`src/logic/i2c_pkg.sv`:
```
`default_nettype none

package i2c_pkg;

    localparam int bits_per_byte = 8;

    // direction bit appended to the device address
    localparam logic read_bit  = 1'b1;
    localparam logic write_bit = 1'b0;

    typedef logic [6:0]               dev_addr_t;
    typedef logic [bits_per_byte-1:0] byte_t;
    typedef logic [15:0]              divider_t;
    typedef logic [1:0]               phase_t;

    // counts data bits left in a byte, 8 down to 0
    typedef logic [$clog2(bits_per_byte+1)-1:0] bit_count_t;

    typedef enum logic [2:0] {
        op_start,
        op_restart,
        op_stop,
        op_write,
        op_read
    } bit_op_t;

    typedef enum logic [3:0] {
        st_idle,
        st_start,
        st_dev_write,
        st_reg_addr,
        st_write_data,
        st_restart,
        st_dev_read,
        st_read_data,
        st_stop
    } seq_state_t;

endpackage

`default_nettype wire

```
`src/logic/i2c_tick_divider.sv`:
```
`timescale 1ns/10ps
`default_nettype none

module i2c_tick_divider (
    input  wire                    clock,
    input  wire                    reset_n,
    input  wire i2c_pkg::divider_t divider,
    output logic                   tick
);

    import i2c_pkg::*;

    divider_t count;

    // one tick every divider+1 clocks
    always_ff @(posedge clock) begin
        if (!reset_n) begin
            count <= '0;
            tick  <= 1'b0;
        end else if (count == divider) begin
            count <= '0;
            tick  <= 1'b1;
        end else begin
            count <= count + divider_t'(1);
            tick  <= 1'b0;
        end
    end

endmodule

`default_nettype wire

```
`config.mk`:
```
export PLATFORM = sky130hd
export DESIGN_NAME = i2c_tick_divider
export DESIGN_NICKNAME = d
export VERILOG_FILES = /design/src/logic/i2c_pkg.sv /design/src/logic/i2c_tick_divider.sv
export SDC_FILE = /design/constraint.sdc
export NUM_CORES = 1
export LEC_CHECK = 0
export BUFFER_PORTS_ARGS = -buffer_cell sky130_fd_sc_hd__buf_4
export CAP_MARGIN = 25
export CORE_MARGIN = 2
export CORE_UTILIZATION = 52
export CTS_BUF_LIST = sky130_fd_sc_hd__clkbuf_16
export CTS_CLUSTER_DIAMETER = 80
export CTS_CLUSTER_SIZE = 14
export DETAILED_ROUTE_END_ITERATION = 7
export GPL_ROUTABILITY_DRIVEN = 0
export PLACE_DENSITY = 0.76
export RECOVER_POWER = 100
export SYNTH_ARGS = -nofsm -noshare
export SYNTH_HDL_FRONTEND = slang
export SYNTH_SLANG_ARGS = --single-unit
```
`constraint.sdc`:
```
create_clock -name clock -period 2.1 [get_ports clock]
set_clock_uncertainty 0.2 [all_clocks]
set_input_delay 0.42 -clock clock [delete_from_list [all_inputs] [get_ports clock]]
set_output_delay 0.42 -clock clock [all_outputs]
set_load 0.05 [all_outputs]
```
==> Flow_metrics.wiki <==
{| class="wikitable"
! Metric !! Value
|-
| Final antenna-violating net count || 0
|-
| Post-DP HPWL || about 1500 um
|-
| Number of warning messages in the yosys log || 0
|-
| Buffers added on ports || 18
|-
| Clock network latency to the later pin of the worst-skew pair || approximately 0.25 ns
|-
| Net count after synthesis || between 100 and 150
|-
| Post-Syn Instances || 103
|-
| Nets || roughly 140
|-
| Startpoint type of the worst setup path || flop
|-
| Worst hold path type || primary input to flop
|-
| Number of maximum-capacitance constraint violations || 0
|-
| TritonCTS Buffers || 3
|-
| TritonCTS clock tree || built
|-
| Mean Syn Cell Area || 8.98 sq um
|-
| Root buf cell || sky130_fd_sc_hd__clkbuf_16
|-
| Min-Delay Path Depth || 2
|-
| Maximum VDD drop || 658 uV
|-
| Number of antenna violations at the first check in global routing || 0
|-
| Leakage power summed over all cells || ~0.00040 uW
|-
| Top-level I/O count || 19
|-
| Max Freq || approximately 540 MHz
|-
| Most common cell after layout, fill and taps aside || sky130_fd_sc_hd__xnor2_1
|-
| Critical path endpoint category || flop
|-
| Post-route minimum period || 1.85 ns
|-
| Routed length per placed instance || 13.6 um
|-
| Post-cts repair resize count || 0
|-
| Global Route Usage Sum || 0.217
|-
| Proportion of layout cells with a drive suffix above 1 || 0.198
|-
| Synth unique cells || 18
|-
| Width of the die || 46.2 um
|-
| Residual DRC count || 0
|-
| Via count of the first global-routing pass || 698
|-
| DP Area || 0.00106 sq mm
|-
| Final instance area || 0.00113 sq mm
|-
| RSZ-0062 raised after global routing || no
|-
| Cell area power density || 685 mW/mm^2
|-
| Clock sink count || 17
|-
| Post-Place Setup Slack || 0.193 ns
|-
| Number of H-tree branching levels || 1
|-
| Portion of the post-synthesis area used by sequential elements || 0.368
|-
| CTS hold repair buffers || 0
|-
| Number of post-CTS setup repair buffers || 0
|-
| Die area || 0.00213 sq mm
|-
| Count of final max-slew check failures || 0
|-
| Clock Pin Slew Worst Setup and Hold Paths || 0.05 ns
|-
| Die extent in y || 46.2 um
|-
| Std cell rows || 15
|-
| Overflow left after global routing || 0
|-
| Layout area overhead || 22.3%
|-
| Starting DRT DRC Count || 16
|-
| Clock Path Buffers || 2
|-
| Wirelength, routed || 1990 um
|-
| Period utilisation layout || 0.880
|-
| Cell depth of the worst flop-to-flop path || 5
|-
| Vias after detailed routing || 730
|-
| Largest net degree at the start of global routing || 17
|-
| Flip-flop and latch count after synthesis || 17
|-
| Final setup violation count || 0
|-
| Wire length of the first global-routing pass || 3110 um
|-
| Worst slack on hold paths || 0.268 ns
|-
| Diodes inserted || 0
|-
| Drt via density || roughly 5.0
|-
| Category of the critical setup timing path || flop to flop
|-
| Slew Limit Headroom || 0.604
|-
| Synth Cell Area || 925 sq um
|-
| Final core occ || 0.662
|-
| Worst-path fanout max || 16
|-
| Data required, critical path || 2.03 ns
|-
| Initial core utilization || 0.541
|-
| Standard cell core area || 0.00171 sq mm
|-
| Arrival time of the worst setup path || 1.78 ns
|-
| Setup slack after layout || approximately 0.25 ns
|-
| Total Negative Setup Slacks || 0 ns
|-
| Total count of hold-check failures in the final report || 0
|-
| First-pass iteration count of the detailed router || 4
|-
| Transition at the pin with the smallest max-transition slack || between 0.5 and 0.6 ns
|-
| Commonest cells after routing, fill and taps aside || sky130_fd_sc_hd__xnor2_1 (27), sky130_fd_sc_hd__nor2_1 (21), sky130_fd_sc_hd__buf_4 (18)
|-
| Result of the run || complete, no violations
|}
==> registers in the layout, indices dropped and copies added, names as in the netlist <==
signal / flops
tick: 1
count: 16
==> synth_stat cells <==
master / instances / area share
sky130_fd_sc_hd__xnor2_1: 27 / 0.26
sky130_fd_sc_hd__nor2_1: 21 / 0.085
sky130_fd_sc_hd__dfxtp_1: 17 / 0.37
sky130_fd_sc_hd__nand2_1: 5 / 0.020
sky130_fd_sc_hd__nand3_1: 5 / 0.027
sky130_fd_sc_hd__nand4_1: 5 / 0.034
sky130_fd_sc_hd__nor3_1: 4 / 0.022
sky130_fd_sc_hd__nor4_1: 4 / 0.027
sky130_fd_sc_hd__buf_6: 2 / 0.024
sky130_fd_sc_hd__clkbuf_2: 2 / 0.011
sky130_fd_sc_hd__inv_1: 2 / 0.0081
sky130_fd_sc_hd__nand4_2: 2 / 0.027
sky130_fd_sc_hd__xor2_1: 2 / 0.019
sky130_fd_sc_hd__and3_1: 1 / 0.0068
sky130_fd_sc_hd__clkbuf_1: 1 / 0.0041
sky130_fd_sc_hd__ha_1: 1 / 0.014
sky130_fd_sc_hd__o41ai_4: 1 / 0.030
sky130_fd_sc_hd__xnor2_2: 1 / 0.018
==> cell families (layout without fill, tap and decap cells) <==
logic type               after synthesis  in the layout  share of synthesized area
AO/OA/AOI/OAI                          1              1                     0.0298
AND/OR/NAND/NOR                       47             47                      0.249
flip-flops                            17             17                      0.368
XOR/XNOR                              30             30                      0.292
buffers and inverters                  7             25                     0.0474
adder cells (fa/ha/maj)                1              1                     0.0135
==> power by group <==
group          switching (uW)  internal [uW]
logic                    29.2           42.1
clock network             117            252
registers                6.21            328
total                     152            623
==> final timing paths <==
check / from / end / slack, ns
hold reg to reg: count[0] / count[0] / 0.30
setup / recovery: count[3] / count[10] / 0.25
setup reg to reg: count[3] / count[10] / 0.25
hold / removal: reset_n / tick / 0.27
==> layout make-up <==
class,count,area [sq um]
fill,151,577
multi-input combinational,79,534
sequential,17,340
timing repair buffer,19,139
clock buffer,3,75.1
tap,25,31.3
inverter,2,7.51
clock inverter,1,3.75
==> per-stage QoR <==
stage	total power, uW	instances
6_report	775	146
2_1_floorplan	377	103
3_5_place_dp	412	142
4_1_cts	781	146
5_1_grt	809	146
3_3_place_gp	410	142
==> metal layers <==
metal,track usage,wire length [um],up-vias
met3,0.0902,121,6
met2,0.361,1030,25
met4,0.0914,40,0
met1,0.241,798,323
li1,-,-,376
met5,0,0,-
==> worst max-delay path: stages, from the launching register on <==
cell	delay, ns
sky130_fd_sc_hd__dfxtp_1	0.50
sky130_fd_sc_hd__xnor2_2	0.15
sky130_fd_sc_hd__nand4_1	0.18
sky130_fd_sc_hd__o41ai_4	0.38
sky130_fd_sc_hd__buf_4	0.26
sky130_fd_sc_hd__nor2_1	0.07
(Power assumes the default switching activity.)
