===== src/logic/i2c_pkg.sv =====
`default_nettype none

package i2c_pkg;

    localparam int bits_per_byte = 8;

    // direction bit appended to the device address
    localparam logic read_bit  = 1'b1;
    localparam logic write_bit = 1'b0;

    typedef logic [6:0]               dev_addr_t;
    typedef logic [bits_per_byte-1:0] byte_t;
    typedef logic [15:0]              divider_t;
    typedef logic [1:0]               phase_t;

    // counts data bits left in a byte, 8 down to 0
    typedef logic [$clog2(bits_per_byte+1)-1:0] bit_count_t;

    typedef enum logic [2:0] {
        op_start,
        op_restart,
        op_stop,
        op_write,
        op_read
    } bit_op_t;

    typedef enum logic [3:0] {
        st_idle,
        st_start,
        st_dev_write,
        st_reg_addr,
        st_write_data,
        st_restart,
        st_dev_read,
        st_read_data,
        st_stop
    } seq_state_t;

endpackage

`default_nettype wire


===== src/logic/i2c_bit_engine.sv =====
`timescale 1ns/10ps
`default_nettype none

module i2c_bit_engine (
    input  wire                   clock,
    input  wire                   reset_n,
    input  wire                   tick,
    input  wire                   sym_start,
    input  wire i2c_pkg::bit_op_t sym_op,
    input  wire                   bit_value,
    input  wire                   scl_in,
    input  wire                   sda_in,
    output logic                  sym_done,
    output logic                  sampled_bit,
    output logic                  scl_low,
    output logic                  sda_low
);

    import i2c_pkg::*;

    logic    active;
    phase_t  phase;
    bit_op_t op_q;

    // every symbol: SDA set up while SCL is low, then
    // phase 0 releases SCL, phase 1 waits for SCL high,
    // phase 2 acts during SCL high, phase 3 finishes
    always_ff @(posedge clock) begin
        if (!reset_n) begin
            active   <= 1'b0;
            phase    <= '0;
            sym_done <= 1'b0;
            scl_low  <= 1'b0;
            sda_low  <= 1'b0;
        end else begin
            sym_done <= 1'b0;
            if (!active) begin
                if (sym_start) begin
                    active <= 1'b1;
                    phase  <= '0;
                    case (sym_op)
                        op_stop:  sda_low <= 1'b1;
                        op_write: sda_low <= ~bit_value;
                        default:  sda_low <= 1'b0;
                    endcase
                end
            end else if (tick) begin
                // slave may hold SCL low here
                if (phase != phase_t'(1) || scl_in) begin
                    phase <= phase + phase_t'(1);
                end
                case (phase)
                    phase_t'(0): begin
                        scl_low <= 1'b0;
                    end
                    phase_t'(2): begin
                        case (op_q)
                            op_start, op_restart: sda_low <= 1'b1;
                            op_stop:              sda_low <= 1'b0;
                            default:              scl_low <= 1'b1;
                        endcase
                    end
                    phase_t'(3): begin
                        if (op_q == op_start || op_q == op_restart) begin
                            scl_low <= 1'b1;
                        end
                        active   <= 1'b0;
                        sym_done <= 1'b1;
                    end
                    default: begin
                    end
                endcase
            end
        end
    end

    always_ff @(posedge clock) begin
        if (!active && sym_start) begin
            op_q <= sym_op;
        end
        // end of SCL high, just before it is pulled low
        if (active && tick && phase == phase_t'(2)) begin
            sampled_bit <= sda_in;
        end
    end

endmodule

`default_nettype wire


===== config.mk =====
export PLATFORM = sky130hd
export DESIGN_NAME = i2c_bit_engine
export DESIGN_NICKNAME = d
export VERILOG_FILES = /design/src/logic/i2c_pkg.sv /design/src/logic/i2c_bit_engine.sv
export SDC_FILE = /design/constraint.sdc
export NUM_CORES = 1
export LEC_CHECK = 0
export BUFFER_PORTS_ARGS = -buffer_cell sky130_fd_sc_hd__buf_2
export CORE_MARGIN = 2
export CORE_UTILIZATION = 30
export CTS_CLUSTER_SIZE = 20
export DETAILED_ROUTE_END_ITERATION = 10
export HOLD_SLACK_MARGIN = 0.03
export PLACE_DENSITY = 0.54
export SETUP_SLACK_MARGIN = 0.1
export SLEW_MARGIN = 0
export SYNTH_ARGS = -nofsm -noshare
export SYNTH_HDL_FRONTEND = slang
export SYNTH_SLANG_ARGS = --single-unit

===== constraint.sdc =====
create_clock -name clock -period 1.3 [get_ports clock]
set_input_delay 0.26 -clock clock [delete_from_list [all_inputs] [get_ports clock]]
set_output_delay 0.26 -clock clock [all_outputs]
set_load 0.02 [all_outputs]

==> impl_metrics.ini, run 1 <==
[route]
drc_errors = 0
vias = 411
drt_wl_total_mm = 1.00
firstDrtPassIters = 4
wl_met3_um = 84
wire_per_inst_um = 12.4
drt_iter0_markers = 7
avgViaCountPerCell = 5.07
ant_nets = 0
met2_wirelength_um = 407
top_layer_used = met4
met1_length_um = 478

[power_and_ir_drop]
swShare_pct = 24.9
switchingPower_mw = 0.165
ir_drop_v = 0.000695
p_seq_share_pct = 53.1
clockPowerShare_pct = 34.2
p_leak_nw = 0.279
comb_power_share_pct = 12.7
internal-power_mw = 0.499
p_per_area_nw_per_um2 = 959

[critical_path]
reg2reg_depth = 3
crit_type = flop to flop
timing.rr.start = phase[0]
start_kind = flop
startpoint = phase[0]
cp-end-kind = flop
arrival_ps = 1450
crit_end = scl_low
regToRegEndpoint = scl_low
worstPathRequired_ps = 1460
reg2reg_slack_ps = 20
path_max_fanout = 5

[sta]
holdWs_ps = 161
hold_viol = 0
slew_headroom_pct = 84.7
setup_viol = 0
final.min_clock_period_ps = 1280
clock.fmax_ghz = 0.779
rsz0062_at_grt = true
fin_crit_sh_pct = 98.7
worst_slew_pin_slew_ps = 229
final_max_slew_viol_count = 0
finalClockSkew_ps = 4.08

[floorplanning]
fp.dieArea_um2 = 1960
start_util_pct = 32.3
core_area_um2 = 1510
pin_count = 14
die_h_um = 44.3
core.rowCount = 14
die_x_um = 44.3

[clocking]
htreeDepth = 1
insertion_delay_ps = 270
cts_num_sinks = 10
cts_buffers = 3
cts_buffer_depth = 2
cts_tree = built
cts-root-buf = clkbuf_4
clk_pin_slew_ps = 70
holdBufCountCts = 0

[yosys]
ys_ff_latch = 10
synth_area_leader_cell = dfxtp_1
ys_seq_area_share_pct = 49.4
synthTopCellsByArea = dfxtp_1, edfxtp_1, ha_1, a31oi_1, a21boi_1
syn_area_um2 = 487
yosysWarnings = 0
ys_types = 24
avgSynthCellArea_um2 = 10.8
synth_top_cell_area_share_pct = 24.7
postSynthCellCount = 45
syn-num-nets = 58

[placed_design]
gp_congestion = 0.716
numPortBuffers = 13
dp_hpwl_um = 715
placed_area_um2 = 611

[global_routing]
grtUsageTotal_pct = 12.9
first_global_vias = 370
grt_max_degree = 9
antenna_found_initial = 0
grt_pass1_wl_mm = 1.67
grt_overflow = 0

[job]
cap_violations = 0

[finish]
finalInstanceArea_um2 = 693
fill_cells = 148
layout-drive-gt1-share_pct = 55.4
nets = 79
diodes = 0
final_common_cell = buf_2
syn_to_final_growth_pct = 42.4
mostFrequentLayoutCells = buf_2, nand2_1, edfxtp_1

[hold_path]
hold_path_class = input pin to flop

[outcome]
status = finished, final reports clean
## per-stage QoR
stage / std cells / util (%) / setup TNS (ps) / setup WS (ps) / total power [mW]
6_report: 81 / 46.0 / 0 / 16.4 / 0.665
5_1_grt: 81 / 46.0 / -21.9 / -17.3 / 0.712
3_3_place_gp: 76 / 40.5 / 0 / 8.93 / 0.436
4_1_cts: 81 / 45.4 / 0 / 17.7 / 0.676
2_1_floorplan: 45 / - / 0 / 83.8 / 0.401
3_5_place_dp: 76 / 40.5 / 0 / 21.6 / 0.436
## power by group through the flow
stage | logic, mW | registers, mW | clock network [mW]
after floorplan | 0.0373 | 0.364 | 0
after global placement | 0.0750 | 0.361 | 0
after detailed placement | 0.0745 | 0.361 | 0
after CTS | 0.0824 | 0.353 | 0.241
after global routing | 0.0940 | 0.355 | 0.264
final | 0.0841 | 0.353 | 0.227
## Yosys cell counts
| master | n |
|---|---|
| edfxtp_1 | 4 |
| a31oi_1 | 3 |
| o211ai_1 | 2 |
| inv_2 | 1 |
| o21a_1 | 1 |
| a2111oi_1 | 1 |
| dfxtp_1 | 6 |
| o21ai_0 | 1 |
| and2_2 | 1 |
| inv_1 | 3 |
| o31ai_1 | 1 |
| a311o_1 | 1 |
| nand2_2 | 1 |
| nor2b_1 | 2 |
| ha_1 | 3 |
| and3_1 | 1 |
| and3_2 | 1 |
| nand4bb_1 | 1 |
| or4_1 | 1 |
| nand2_1 | 4 |
| a21boi_1 | 2 |
| o211a_1 | 1 |
| nand2b_2 | 1 |
| or3_1 | 2 |
## flip-flops by register name (all words and copies together) (netlist names)
register and cells:
op_q 3, phase 2, active 1, sampled_bit 1
scl_low 1, sda_low 1, sym_done 1
## cells by family (layout without fill, tap and decap cells)
kind of cell | count (synthesis) | count (layout) | synth area share [%]
AO/OA/AOI/OAI | 13 | 13 | 20.3
buffers and inverters | 4 | 24 | 3.08
AND/OR/NAND/NOR | 15 | 15 | 19.5
flip-flops | 10 | 10 | 49.4
adder cells (fa/ha/maj) | 3 | 3 | 7.71
## layer usage
metal  vias to the layer above  GRT usage [%]
met3                         4           7.76
met1                       182           14.1
li1                        211              -
met5                         -              0
met2                        14           17.6
met4                         0           10.9
## layout make-up
| cell class | count | area [um2] | area share [%] |
|---|---|---|---|
| multi-input combinational | 31 | 295 | 42.6 |
| inverter | 4 | 15.0 | 2.17 |
| tap | 16 | 20.0 | 2.89 |
| sequential | 10 | 249 | 35.9 |
| clock buffer | 4 | 26.3 | 3.79 |
| timing repair buffer | 16 | 87.6 | 12.6 |
## worst min-delay path by stage
stage / slack (ps) / cells after the start / endpoint / start
detailed placement: 440 / 1 / sampled_bit / sda_in
finish: 160 / 1 / sampled_bit / sda_in
global route: 140 / 1 / sampled_bit / sda_in
floorplan: 360 / 0 / op_q[0] / sym_op[0]
CTS: 150 / 1 / sampled_bit / sda_in
global placement: 440 / 1 / sampled_bit / sda_in
## timing repair
item                       in CTS  in global routing
resized for setup               7                  3
buffers inserted                1                  0
setup endpoints to repair       3                  4
pin swaps                       6                  6
## worst max-delay path, stage by stage (launching register included)
cell,delay (ps)
dfxtp_4,370
ha_4,160
or4_1,520
o211a_1,120
Power figures use the tool's default switching activity.
==> run 2: changes to the inputs <==
--- a/config.mk
+++ b/config.mk
@@ -6,6 +6,7 @@
 export NUM_CORES = 1
 export LEC_CHECK = 0
 export BUFFER_PORTS_ARGS = -buffer_cell sky130_fd_sc_hd__buf_2
+export CORE_ASPECT_RATIO = 1.2
 export CORE_MARGIN = 2
 export CORE_UTILIZATION = 30
 export CTS_CLUSTER_SIZE = 20
==> run 2 against run 1 <==
Total power is 3.9% lower; wire length grew 1.6%; sequential cell count stayed put; hold slack improved by 20 ps; clock skew shrank 1.4 ps; sequential share of layout area grew 0.13 points; die area is essentially flat; first-iteration DRC count down 100%; final cell count unchanged; register-to-register slack is essentially flat; clock-buffer cell count decreased by 1; critical path type unchanged; critical endpoint unchanged.
==> impl_metrics.ini, run 2 (synthesis gave the netlist of run 1 again) <==
[sta]
finalClockSkew_ps = 2.63
fin_crit_sh_pct = 98.4
holdWs_ps = 181
worst_slew_pin_slew_ps = 233
final.min_clock_period_ps = 1280
clock.fmax_ghz = 0.782
rsz0062_at_grt = true
final_max_slew_viol_count = 0
hold_viol = 0
setup_viol = 0
slew_headroom_pct = 84.5

[finish]
diodes = 0
stdcell_count = 81
mostFrequentLayoutCells = buf_2, nand2_1, edfxtp_1
largestRegisters = op_q x3, phase x2
final_common_cell = buf_2
syn_to_final_growth_pct = 41.9
layout-drive-gt1-share_pct = 56.3
largest-register = op_q
largest_reg_flops = 3
fill_cells = 145
nets = 79

[route]
avgViaCountPerCell = 4.94
drt_wl_total_mm = 1.02
firstDrtPassIters = 1
ant_nets = 0
wire_per_inst_um = 12.6
vias = 400
drt_iter0_markers = 0
drc_errors = 0

[critical_path]
cpPeakStageDelay_ps = 470
reg2reg_slack_ps = 20
arrival_ps = 1430
startpoint = phase[1]
path_max_fanout = 4
critical_path.slowest_cell = or4_4
cp-end-kind = flop
timing.rr.start = phase[1]
regToRegEndpoint = scl_low
worstPathRequired_ps = 1450
crit_type = flop to flop
path_cells = inv_2 -> ha_4 -> or4_4 -> o211a_1
start_kind = flop
reg2reg_depth = 4

[power_and_ir_drop]
swShare_pct = 23.5
clockPowerShare_pct = 31.1
ir_drop_v = 0.000489
p_total_mw = 0.639
comb_power_share_pct = 13.4
p_leak_nw = 0.279
p_per_area_nw_per_um2 = 925
switchingPower_mw = 0.150
p_seq_share_pct = 55.5
internal-power_mw = 0.489

[placed_design]
numPortBuffers = 13
gp_congestion = 0.682
dp_hpwl_um = 745
post-place-cells = 77

[clocking]
clk_pin_slew_ps = 60
cts_tree = built
htreeDepth = 1
cts_num_sinks = 10
cts_buffer_depth = 2
cts_buffers = 3
insertion_delay_ps = 260
cts-root-buf = clkbuf_4
holdBufCountCts = 0

[hold_path]
min_from = sda_in
hold_path_class = input pin to flop
min_path_cells = 1
min_to = sampled_bit

[job]
cap_violations = 0

[global_routing]
grtUsageTotal_pct = 12.3
grt_max_degree = 9
first_global_vias = 367
grt_pass1_wl_mm = 1.50
grt_overflow = 0
antenna_found_initial = 0

[floorplanning]
die_h_um = 48.1
core.rowCount = 15
start_util_pct = 32.8
pin_count = 14
fp.dieArea_um2 = 1960
core_area_um2 = 1480
die_x_um = 40.8

[outcome]
status = finished, final reports clean
## run 2: cell types whose count changed in the layout (fill, tap and decap cells not counted), sizes merged
cell / change
clkbuf: -1
## run 2: layer usage
layer	share of wire [%]	vias up	track usage (%)
met4	0.39	0	6.00
met1	43	179	12.1
met3	6.2	2	7.31
met2	50	10	20.3
met5	0	-	0
li1	-	209	-
## run 2: metrics by stage
| step | area, um2 | setup WS (ps) | setup TNS, ps | util [%] |
|---|---|---|---|---|
| 2_1_floorplan | 510 | 83.8 | 0 | - |
| 3_3_place_gp | 612 | 15.6 | 0 | 41.3 |
| 3_5_place_dp | 612 | 20.3 | 0 | 41.3 |
| 4_1_cts | 657 | 25.2 | 0 | 44.3 |
| 5_1_grt | 691 | -8.88 | -8.88 | 46.6 |
| 6_report | 691 | 21.2 | 0 | 46.6 |
## run 2: worst max path at each step
stage                     slack (ps)      end  cells after the start
after floorplan                   80  scl_low                      3
after global placement            20  scl_low                      4
after detailed placement          20  scl_low                      4
after CTS                         30  scl_low                      3
after global routing              -9  scl_low                      4
final                             20  scl_low                      4
## run 2: area by class of cell
cell class	instances	area (um2)	area share (%)
tap	17	21.3	3.08
clock buffer	3	22.5	3.26
inverter	4	15.0	2.17
timing repair buffer	16	87.6	12.7
sequential	10	249	36.1
multi-input combinational	31	295	42.8
## run 2: worst max-delay path, delay by kind of cell, from the launching register on
kind            cells  cell delay [ps]
flops               1              380
compound gates      1              120
simple gates        1              470
fa+ha+maj           1              160
buf+inv             1               50
## run 2: repair_timing
item / CTS / global route
gates resized for setup: 6 / 4
pin swaps: 5 / 4
buffers inserted: 0 / 1
endpoints found under the setup margin: 3 / 4
## run 2: power by group through the flow
stage | logic [mW] | clock network, mW | registers, mW
global placement | 0.0747 | 0 | 0.362
floorplan | 0.0373 | 0 | 0.364
global route | 0.0938 | 0.230 | 0.356
detailed placement | 0.0743 | 0 | 0.362
CTS | 0.0778 | 0.213 | 0.353
finish | 0.0857 | 0.199 | 0.354
