<file path="config.mk">
export PLATFORM = sky130hd
export DESIGN_NAME = i2c_byte_engine
export DESIGN_NICKNAME = d
export VERILOG_FILES = /design/src/logic/i2c_pkg.sv /design/src/logic/i2c_byte_engine.sv
export SDC_FILE = /design/constraint.sdc
export NUM_CORES = 1
export LEC_CHECK = 0
export BUFFER_PORTS_ARGS = -buffer_cell sky130_fd_sc_hd__buf_2
export CORE_MARGIN = 1
export CORE_UTILIZATION = 30
export CTS_CLUSTER_DIAMETER = 30
export CTS_CLUSTER_SIZE = 20
export DETAILED_ROUTE_END_ITERATION = 10
export HOLD_SLACK_MARGIN = 0.03
export PLACE_DENSITY = 0.55
export SLEW_MARGIN = 0
export SYNTH_ARGS = -nofsm -noshare
export SYNTH_HDL_FRONTEND = slang
export SYNTH_SLANG_ARGS = --single-unit
</file>
<file path="constraint.sdc">
create_clock -name clock -period 2.9 [get_ports clock]
set_input_delay 0.58 -clock clock [delete_from_list [all_inputs] [get_ports clock]]
set_output_delay 0.58 -clock clock [all_outputs]
set_load 0.005 [all_outputs]
</file>
<file path="src/logic/i2c_pkg.sv">
`default_nettype none

package i2c_pkg;

    localparam int bits_per_byte = 8;

    // direction bit appended to the device address
    localparam logic read_bit  = 1'b1;
    localparam logic write_bit = 1'b0;

    typedef logic [6:0]               dev_addr_t;
    typedef logic [bits_per_byte-1:0] byte_t;
    typedef logic [15:0]              divider_t;
    typedef logic [1:0]               phase_t;

    // counts data bits left in a byte, 8 down to 0
    typedef logic [$clog2(bits_per_byte+1)-1:0] bit_count_t;

    typedef enum logic [2:0] {
        op_start,
        op_restart,
        op_stop,
        op_write,
        op_read
    } bit_op_t;

    typedef enum logic [3:0] {
        st_idle,
        st_start,
        st_dev_write,
        st_reg_addr,
        st_write_data,
        st_restart,
        st_dev_read,
        st_read_data,
        st_stop
    } seq_state_t;

endpackage

`default_nettype wire

</file>
<file path="src/logic/i2c_byte_engine.sv">
`timescale 1ns/10ps
`default_nettype none

module i2c_byte_engine (
    input  wire                  clock,
    input  wire                  reset_n,
    input  wire                  byte_start,
    input  wire                  byte_write,
    input  wire i2c_pkg::byte_t  tx_byte,
    input  wire                  send_nack,
    input  wire                  sym_done,
    input  wire                  sampled_bit,
    output logic                 bit_start,
    output i2c_pkg::bit_op_t     bit_op,
    output logic                 bit_value,
    output logic                 byte_done,
    output i2c_pkg::byte_t       rx_byte,
    output logic                 ack_received
);

    import i2c_pkg::*;

    logic       active;
    logic       writing;
    logic       nack_q;
    bit_count_t bit_count;
    byte_t      shift;

    // data bits while count is nonzero, then the acknowledge slot
    always_comb begin
        if (bit_count != '0) begin
            bit_op    = writing ? op_write : op_read;
            bit_value = shift[bits_per_byte-1];
        end else begin
            bit_op    = writing ? op_read : op_write;
            bit_value = nack_q;
        end
    end

    always_ff @(posedge clock) begin
        if (!reset_n) begin
            active       <= 1'b0;
            bit_count    <= '0;
            bit_start    <= 1'b0;
            byte_done    <= 1'b0;
            ack_received <= 1'b0;
        end else begin
            bit_start <= 1'b0;
            byte_done <= 1'b0;
            if (!active) begin
                if (byte_start) begin
                    active    <= 1'b1;
                    bit_count <= bit_count_t'(bits_per_byte);
                    bit_start <= 1'b1;
                end
            end else if (sym_done) begin
                if (bit_count != '0) begin
                    bit_count <= bit_count - bit_count_t'(1);
                    bit_start <= 1'b1;
                end else begin
                    active       <= 1'b0;
                    byte_done    <= 1'b1;
                    // low on the ninth bit means acknowledged
                    ack_received <= ~sampled_bit;
                end
            end
        end
    end

    always_ff @(posedge clock) begin
        if (!active && byte_start) begin
            shift   <= tx_byte;
            writing <= byte_write;
            nack_q  <= send_nack;
        end else if (active && sym_done && bit_count != '0) begin
            shift <= {shift[bits_per_byte-2:0], sampled_bit};
        end
        if (active && sym_done && bit_count == '0) begin
            rx_byte <= shift;
        end
    end

endmodule

`default_nettype wire

</file>
==> metrics.txt, run 1 <==
required time reported for the critical path endpoint=2320 ps; placed cell count=between 150 and 200; setup repair after global routing missed its margin=false; net count of the mapped netlist=around 110; Ys Warns=0; clock tree skew after final layout=between 3 and 4 ps; switching part of the total=0.244; share of total power in the clock network=0.221; sequential power share=0.635; largest area contributor in the synthesized netlist=sky130_fd_sc_hd__edfxtp_1; Tot GR Track Use=0.112; Final Routed Wirelength=between 1.5 and 2 mm; FF/Latch Area=701 sq um; min cycle time layout=~2600 ps; number of hold buffers added after cts=0; area of the core=0.00336 sq mm; Die Ht=roughly 62 um; R2R setup slack=750 ps; via total after detailed routing=738; outcome=finished, final reports clean; kind of launch point of the worst setup path=flip-flop; fraction of registers with async set or reset after synthesis=0; CTS H-tree depth=1; final RePlAce weighted congestion=just over 0.7; Slew headroom=0.305; combined area of all synthesized cells=0.00106 sq mm; number of flip-flops and latches in the synthesized netlist=26; standard cell area after detailed placement=between 0.001 and 0.0015 sq mm; startpoint of the most critical register-to-register path=bit_count[0]$_SDFFE_PN0P_; horizontal extent of the die=61.5 um; most frequently used cell type in the post-synthesis netlist=sky130_fd_sc_hd__nand2_1; leading register cell type out of synthesis=sky130_fd_sc_hd__edfxtp_1; later-pin clock latency in the skew report=just over 300 ps; total congestion overflow after global routing=0; via count of the first global-routing pass=between 600 and 700; clock buffer count from CTS=3; Util after Layout=0.377; Final Instance Area=approximately 0.0013 sq mm; CTS sink cnt=26; Cell variety after synth=29; worst min-delay path class=primary input to flip-flop; start point of the worst hold path=send_nack; number of flops mapped to enable cells by yosys=18; final cell count without fillers=~170; accumulated negative setup slack=0 ps; DRC viols=0; arrival time of the worst setup path=slightly below 2000 ps; area share of the largest cell type after synthesis=0.508; number of antenna cells inserted=0; Worst setup startpoint=bit_count[0]$_SDFFE_PN0P_; total die area=0.00379 sq mm; wire length of the first global-routing pass=around 3.0 mm; cell chain of the critical path=inv_1 -> ha_1 -> nor3b_2 -> mux2_2 -> buf_2; IO Port Bufs=29; maximum cell stage delay along the critical path=slightly above 500 ps; Worst Path Class, Setup=flip-flop to output port; average wire per standard cell=~11 um; sw power=171 uW; final net count=about 140; Logic pwr share=0.144; ratio of cells with drive above 1 in the final layout=0.308; fraction of the yosys area taken by sequential cells=0.659; number of setup buffers added after CTS=0; P_int=530 uW; Worst setup EP type=output port; pin count of the biggest net entering global routing=15; pin slew with the least headroom to its limit=approximately 1000 ps; Buffers & Inverters on Critical Path=2; effective utilization at floorplan=0.316; share of the cycle needed by the critical path after routing=0.881; count of mapped cells out of synthesis=90; Clock Tree Buf Depth=2; reported max-cap violation count=0; pwr dens=roughly 550 mW/mm^2; hold violation count in the final report=0; Setup Viol. Count Final=0; Peak VDD IR=~150 uV; Leak Pwr=0.528 nW; FILL cells=around 360; sum of internal, switching and leakage power=roughly 700 uW; DRC violation total after the first TritonRoute iteration=20; number of pins with negative max-slew slack in the final report=0; I/O pin count=30; Synth-to-Final Area Change=19.3%; row cnt=21; slowest CP cell=sky130_fd_sc_hd__nor3b_2; top cells by area in the synthesized netlist=sky130_fd_sc_hd__edfxtp_1 51%, sky130_fd_sc_hd__dfxtp_1 15%, sky130_fd_sc_hd__nand2_1 8.8%; Final HPWL DP=1.40 mm; area occupied by multi-input gates=roughly 320 sq um; post-CTS sizing=0; Max Fanout on Critical Path=11; top cell types by occurrence after synthesis=25 x sky130_fd_sc_hd__nand2_1, 18 x sky130_fd_sc_hd__edfxtp_1, 8 x sky130_fd_sc_hd__dfxtp_1; mean number of vias per cell=4.45; CTS tree=yes; remaining antenna violation count after routing=0; Clock transition at path regs=~130 ps; max frequency=a little under 0.4 GHz; clock tree root buffer cell=sky130_fd_sc_hd__clkbuf_4; initial antenna violation count=0; synthesized area per cell=around 12 sq um; gate family responsible for the most delay along the worst path=simple AND/OR/NAND/NOR gates; number of iterations in the first detailed-routing pass=4
## power groups by stage
| stage | Combinational (mW) | Clock (mW) | Sequential, mW |
|---|---|---|---|
| 4_1_cts | 0.103 | 0.162 | 0.445 |
| 2_1_floorplan | 0.0704 | 0 | 0.451 |
| 5_1_grt | 0.118 | 0.173 | 0.449 |
| 3_3_place_gp | 0.102 | 0 | 0.453 |
| 3_5_place_dp | 0.103 | 0 | 0.454 |
| 6_report | 0.101 | 0.155 | 0.445 |
## routing by layer
layer / track usage / part of all wire / vias to the layer above
met5: 0 / 0 / -
li1: - / - / 376
met4: 0.0635 / 0.0070 / 0
met3: 0.0252 / 0.072 / 2
met1: 0.146 / 0.45 / 338
met2: 0.172 / 0.47 / 22
## worst paths after layout
kind / to / depth (start not counted)
setup / recovery: bit_value / 5
hold / removal: nack_q$_DFFE_PP_ / 1
setup reg to reg: shift[3]$_DFFE_PP_ / 4
hold reg to reg: rx_byte[5]$_DFFE_PP_ / 0
## registers in the layout, indices dropped and copies added, names as in the netlist
signal / cells
byte_done: 1
ack_received: 1
bit_count: 4
writing: 1
nack_q: 1
rx_byte: 8
bit_start: 1
shift: 8
active: 1
## placed cells by master (no fill, tap or decap), drive strengths merged, types with 2 or more instances in the layout
| master | count |
|---|---|
| nand2 | 25 |
| ha | 2 |
| buf | 29 |
| and2 | 2 |
| nand3 | 2 |
| or3 | 3 |
| and3 | 2 |
| o21ai | 2 |
| dfxtp | 8 |
| clkbuf | 4 |
| o211ai | 2 |
| a21oi | 4 |
| inv | 4 |
| mux2 | 2 |
| edfxtp | 18 |
## area by class of cell
class,instances,share of cell area
Tap cell,46,0.0454
Timing Repair Buffer,29,0.114
Sequential cell,26,0.552
Inverter,5,0.0148
Clock buffer,4,0.0207
Multi-Input combinational cell,56,0.252
## kinds of logic after synthesis
| logic type | share of synthesized area |
|---|---|
| simple gates | 0.178 |
| flops | 0.659 |
| compound gates | 0.0706 |
| buf+inv | 0.0400 |
| mux | 0.0212 |
| fa+ha+maj | 0.0235 |
| xor+xnor | 0.00824 |
## metrics by stage
step / hold WS (ps) / setup slack, ps
6_report: 430 / 346
5_1_grt: 415 / 200
4_1_cts: 418 / 330
3_5_place_dp: 435 / 723
3_3_place_gp: 434 / 763
2_1_floorplan: 422 / 975
Note: power is estimated with default switching activity, not from simulation.
==> run 2: changes to the inputs <==
--- a/config.mk
+++ b/config.mk
@@ -13,6 +13,7 @@
 export DETAILED_ROUTE_END_ITERATION = 10
 export HOLD_SLACK_MARGIN = 0.03
 export PLACE_DENSITY = 0.55
+export RECOVER_POWER = 50
 export SLEW_MARGIN = 0
 export SYNTH_ARGS = -nofsm -noshare
 export SYNTH_HDL_FRONTEND = slang
==> run 2 against run 1 <==
Effect of this change: clock skew is 1.1 ps lower; wire length is 0.70% higher; maximum frequency hardly changed; cell area is 0.89% lower; cell count stayed put; sequential power hardly changed; largest power group unchanged; die area stayed put; setup slack better by 2.1 ps; core utilization is 0.33 points lower; clock power hardly changed; flip-flop and latch count stayed put; combinational power hardly changed.
==> metrics.txt, run 2 (synthesis results as in run 1) <==
setup repair after global routing missed its margin=false; outcome=finished, final reports clean; Synth-to-Final Area Change=18.2%; R2R setup slack=around 750 ps; Slew headroom=0.305; average wire per standard cell=between 10 and 15 um; Clock Tree Buf Depth=2; CTS sink cnt=26; Leak Pwr=0.501 nW; remaining antenna violation count after routing=0; CTS tree=yes; hold violation count in the final report=0; Setup Viol. Count Final=0; kind of launch point of the worst setup path=flip-flop; I/O pin count=30; Worst setup startpoint=bit_count[0]$_SDFFE_PN0P_; row cnt=21; pin slew with the least headroom to its limit=between 1000 and 1500 ps; min cycle time layout=2550 ps; number of hold buffers added after cts=0; initial antenna violation count=0; arrival time of the worst setup path=1970 ps; Peak VDD IR=between 150 and 200 uV; leading registers by flop count=rx_byte: 8 flops, shift: 8 flops, bit_count: 4 flops; number of setup buffers added after CTS=0; most frequent cells in the layout=25 x sky130_fd_sc_hd__nand2_1, 20 x sky130_fd_sc_hd__buf_2, 18 x sky130_fd_sc_hd__edfxtp_1; commonest non-fill, non-tap cell in the layout=sky130_fd_sc_hd__nand2_1; pwr dens=556 mW/mm^2; clock tree skew after final layout=about 2.4 ps; via total after detailed routing=roughly 730; DRC violation total after the first TritonRoute iteration=15; Worst setup EP type=output port; via count of the first global-routing pass=approximately 660; final net count=between 100 and 150; IO Port Bufs=29; Final Routed Wirelength=between 1.5 and 2 mm; Final HPWL DP=~1.4 mm; Max Fanout on Critical Path=11; Clock transition at path regs=roughly 130 ps; mean number of vias per cell=roughly 4.4; ratio of cells with drive above 1 in the final layout=0.225; effective utilization at floorplan=0.316; accumulated negative setup slack=0 ps; clock buffer count from CTS=3; number of iterations in the first detailed-routing pass=4; reported max-cap violation count=0; startpoint of the most critical register-to-register path=bit_count[0]$_SDFFE_PN0P_; pin count of the biggest net entering global routing=15; Setup WS pre-CTS=just over 700 ps; clock tree root buffer cell=sky130_fd_sc_hd__clkbuf_4; slack of the critical path=between 300 and 400 ps; later-pin clock latency in the skew report=between 300 and 400 ps; max frequency=roughly 0.39 GHz; Die Ht=61.5 um; Worst Path Class, Setup=flip-flop to output port; number of pins with negative max-slew slack in the final report=0; R2R depth=4; horizontal extent of the die=61.5 um; DRC viols=0; number of antenna cells inserted=0; endpoint of the worst setup timing path=bit_value; Tot GR Track Use=0.112; wire length of the first global-routing pass=around 3 mm; CTS H-tree depth=1; share of the cycle needed by the critical path after routing=0.880; final cell count without fillers=166; capture instance of the worst register-to-register path=shift[3]$_DFFE_PP_; area of the core=about 0.0034 sq mm; sum of internal, switching and leakage power=between 600 and 700 uW; placed cell count=162; worst min-delay path class=primary input to flip-flop; post-CTS sizing=0; Util after Layout=0.374; final RePlAce weighted congestion=just over 0.7; required time reported for the critical path endpoint=2320 ps; total die area=between 0.003 and 0.004 sq mm; total congestion overflow after global routing=0
[run 2: where the power goes]
part	total (mW)	internal [mW]	switching [mW]	leakage (nW)
Clock	0.155	0.0537	0.101	0.0150
Combinational	0.0987	0.0433	0.0554	0.250
Sequential	0.445	0.431	0.0143	0.236
[run 2: worst min-delay path by stage]
stage | startpoint | to | slack (ps) | cells after the start
6_report | send_nack | nack_q$_DFFE_PP_ | 430 | 1
5_1_grt | byte_write | writing$_DFFE_PP_ | 410 | 1
4_1_cts | send_nack | nack_q$_DFFE_PP_ | 420 | 1
3_5_place_dp | shift[5]$_DFFE_PP_ | rx_byte[5]$_DFFE_PP_ | 440 | 0
3_3_place_gp | shift[4]$_DFFE_PP_ | rx_byte[4]$_DFFE_PP_ | 430 | 0
2_1_floorplan | shift[7]$_DFFE_PP_ | rx_byte[7]$_DFFE_PP_ | 420 | 0
[run 2: metal layers]
metal,share of wire,global-route usage,up-vias
met5,0,0,-
met4,0.0070,0.0635,0
met3,0.074,0.0252,2
met2,0.47,0.172,19
met1,0.45,0.146,338
li1,-,-,374
[run 2: through the flow]
stage	instance area (sq um)	hold slack, ps
floorplan	1060	422
global placement	1240	434
detailed placement	1240	435
CTS	1270	418
global route	1260	415
finish	1260	431
[run 2: layout make-up]
type | count | area [sq um]
Clock buffer | 4 | 26.3
Fill cell | 367 | 2110
Inverter | 5 | 18.8
Multi-Input combinational cell | 56 | 320
Sequential cell | 26 | 701
Tap cell | 46 | 57.6
Timing Repair Buffer | 29 | 134
[run 2: critical path, cell delays in order, from the launching register on]
cell and delay [ps]:
sky130_fd_sc_hd__dfxtp_1 370, sky130_fd_sc_hd__inv_1 90, sky130_fd_sc_hd__ha_1 170, sky130_fd_sc_hd__nor3b_2 510
sky130_fd_sc_hd__mux2_2 400, sky130_fd_sc_hd__buf_2 120
==> run 3: changes to the inputs <==
--- a/config.mk
+++ b/config.mk
@@ -6,13 +6,13 @@
 export NUM_CORES = 1
 export LEC_CHECK = 0
 export BUFFER_PORTS_ARGS = -buffer_cell sky130_fd_sc_hd__buf_2
-export CORE_MARGIN = 1
+export CORE_MARGIN = 8
 export CORE_UTILIZATION = 30
 export CTS_CLUSTER_DIAMETER = 30
 export CTS_CLUSTER_SIZE = 20
 export DETAILED_ROUTE_END_ITERATION = 10
 export HOLD_SLACK_MARGIN = 0.03
-export PLACE_DENSITY = 0.55
+export PLACE_DENSITY = 0.49
 export RECOVER_POWER = 50
 export SLEW_MARGIN = 0
 export SYNTH_ARGS = -nofsm -noshare
==> run 3 against run 2 <==
Effect of this change: count of clock-buffer cells in the layout is 1 lower; non-clock buffer count stayed put; sequential share of layout area is 1.2 points lower; largest cell class unchanged; setup slack worse by 8.3 ps; highest routed layer unchanged; power is 14% higher.
==> metrics.txt, run 3 (synthesis results as in run 1) <==
number of iterations in the first detailed-routing pass=4; min cycle time layout=roughly 2600 ps; number of antenna cells inserted=0; final cell count without fillers=roughly 170; later-pin clock latency in the skew report=roughly 320 ps; final net count=roughly 140; clock buffer count from CTS=3; pin slew with the least headroom to its limit=around 1100 ps; Leak Pwr=a little over 0.5 nW; reported max-cap violation count=0; via total after detailed routing=752; leading registers by flop count=rx_byte: 8 flops, shift: 8 flops, bit_count: 4 flops; Worst setup EP type=output port; number of setup buffers added after CTS=0; horizontal extent of the die=75.5 um; DRC violation total after the first TritonRoute iteration=9; I/O pin count=30; initial antenna violation count=0; Setup Viol. Count Final=0; commonest non-fill, non-tap cell in the layout=sky130_fd_sc_hd__nand2_1; R2R setup slack=around 730 ps; R2R depth=4; remaining antenna violation count after routing=0; pwr dens=between 600 and 700 mW/mm^2; final RePlAce weighted congestion=between 0.8 and 0.9; mean number of vias per cell=about 4.5; CTS sink cnt=26; clock tree root buffer cell=sky130_fd_sc_hd__clkbuf_4; total congestion overflow after global routing=0; via count of the first global-routing pass=just over 700; Max Fanout on Critical Path=11; number of pins with negative max-slew slack in the final report=0; placed cell count=about 160; IO Port Bufs=29; Slew headroom=0.251; most frequent cells in the layout=25 x sky130_fd_sc_hd__nand2_1, 23 x sky130_fd_sc_hd__buf_2, 18 x sky130_fd_sc_hd__edfxtp_1; clock tree skew after final layout=~2.2 ps; required time reported for the critical path endpoint=2320 ps; max frequency=around 0.39 GHz; effective utilization at floorplan=0.316; post-CTS sizing=0; CTS H-tree depth=1; Synth-to-Final Area Change=20.9%; Die Ht=between 70 and 80 um; worst min-delay path class=primary input to flip-flop; outcome=finished, final reports clean; Worst Path Class, Setup=flip-flop to output port; Peak VDD IR=between 200 and 250 uV; area of the core=0.00336 sq mm; setup repair after global routing missed its margin=false; share of the cycle needed by the critical path after routing=0.883; endpoint of the worst setup timing path=bit_value; Final Routed Wirelength=2.11 mm; Final HPWL DP=between 1.5 and 2 mm; arrival time of the worst setup path=about 2000 ps; capture instance of the worst register-to-register path=shift[7]$_DFFE_PP_; wire length of the first global-routing pass=approximately 3.4 mm; Worst setup startpoint=bit_count[0]$_SDFFE_PN0P_; row cnt=21; hold violation count in the final report=0; Clock Tree Buf Depth=2; ratio of cells with drive above 1 in the final layout=0.250; kind of launch point of the worst setup path=flip-flop; CTS tree=yes; FILL cells=~380; Final Instance Area=0.00129 sq mm; startpoint of the most critical register-to-register path=bit_count[0]$_SDFFE_PN0P_; Tot GR Track Use=0.0803; pin count of the biggest net entering global routing=16; DRC viols=0; average wire per standard cell=between 10 and 15 um; number of hold buffers added after cts=0; standard cell area after detailed placement=around 0.0012 sq mm; Clock transition at path regs=between 100 and 150 ps; total die area=approximately 0.0057 sq mm; accumulated negative setup slack=0 ps; start point of the worst hold path=byte_write
run 3: cell type report:
| type | instances | area [sq um] | area share |
|---|---|---|---|
| Timing Repair Buffer | 29 | 138 | 0.107 |
| Inverter | 5 | 18.8 | 0.0146 |
| Sequential cell | 26 | 701 | 0.545 |
| Tap cell | 46 | 57.6 | 0.0447 |
| Clock buffer | 3 | 22.5 | 0.0175 |
| Clock inverter | 1 | 30.0 | 0.0233 |
| Multi-Input combinational cell | 56 | 319 | 0.248 |
run 3: critical path, stage by stage (launching register included):
cell and delay (ps):
sky130_fd_sc_hd__dfxtp_1 360, sky130_fd_sc_hd__inv_1 90, sky130_fd_sc_hd__ha_1 160, sky130_fd_sc_hd__nor3b_2 530, sky130_fd_sc_hd__mux2_2 400, sky130_fd_sc_hd__buf_2 130
run 3: routing by layer:
metal	GRT usage	part of all wire	routed length, um	vias to the layer above
met5	0	0	0	-
met4	0.0533	0.032	68	0
met2	0.127	0.46	973	24
li1	-	-	-	373
met3	0.0263	0.083	175	7
met1	0.0908	0.42	893	348
run 3: report_power, final:
part           switching [mW]  internal [mW]  leakage (nW)  total [mW]
Clock                   0.110          0.140        0.0279       0.250
Combinational          0.0579         0.0434         0.255       0.101
Sequential             0.0142          0.431         0.236       0.445
Total                   0.182          0.614         0.519       0.797
run 3: metrics by stage:
| step | power [mW] | hold slack (ps) | setup slack [ps] | util |
|---|---|---|---|---|
| global route | 0.832 | 413 | 171 | 0.382 |
| floorplan | 0.522 | 422 | 975 | - |
| detailed placement | 0.559 | 440 | 697 | 0.369 |
| finish | 0.797 | 423 | 340 | 0.382 |
| global placement | 0.558 | 437 | 725 | 0.369 |
| CTS | 0.805 | 422 | 317 | 0.385 |
run 3: worst min path at each step:
stage | to | depth (start not counted)
3_5_place_dp | rx_byte[6]$_DFFE_PP_ | 0
5_1_grt | nack_q$_DFFE_PP_ | 1
2_1_floorplan | rx_byte[7]$_DFFE_PP_ | 0
4_1_cts | writing$_DFFE_PP_ | 1
3_3_place_gp | rx_byte[6]$_DFFE_PP_ | 0
6_report | writing$_DFFE_PP_ | 1
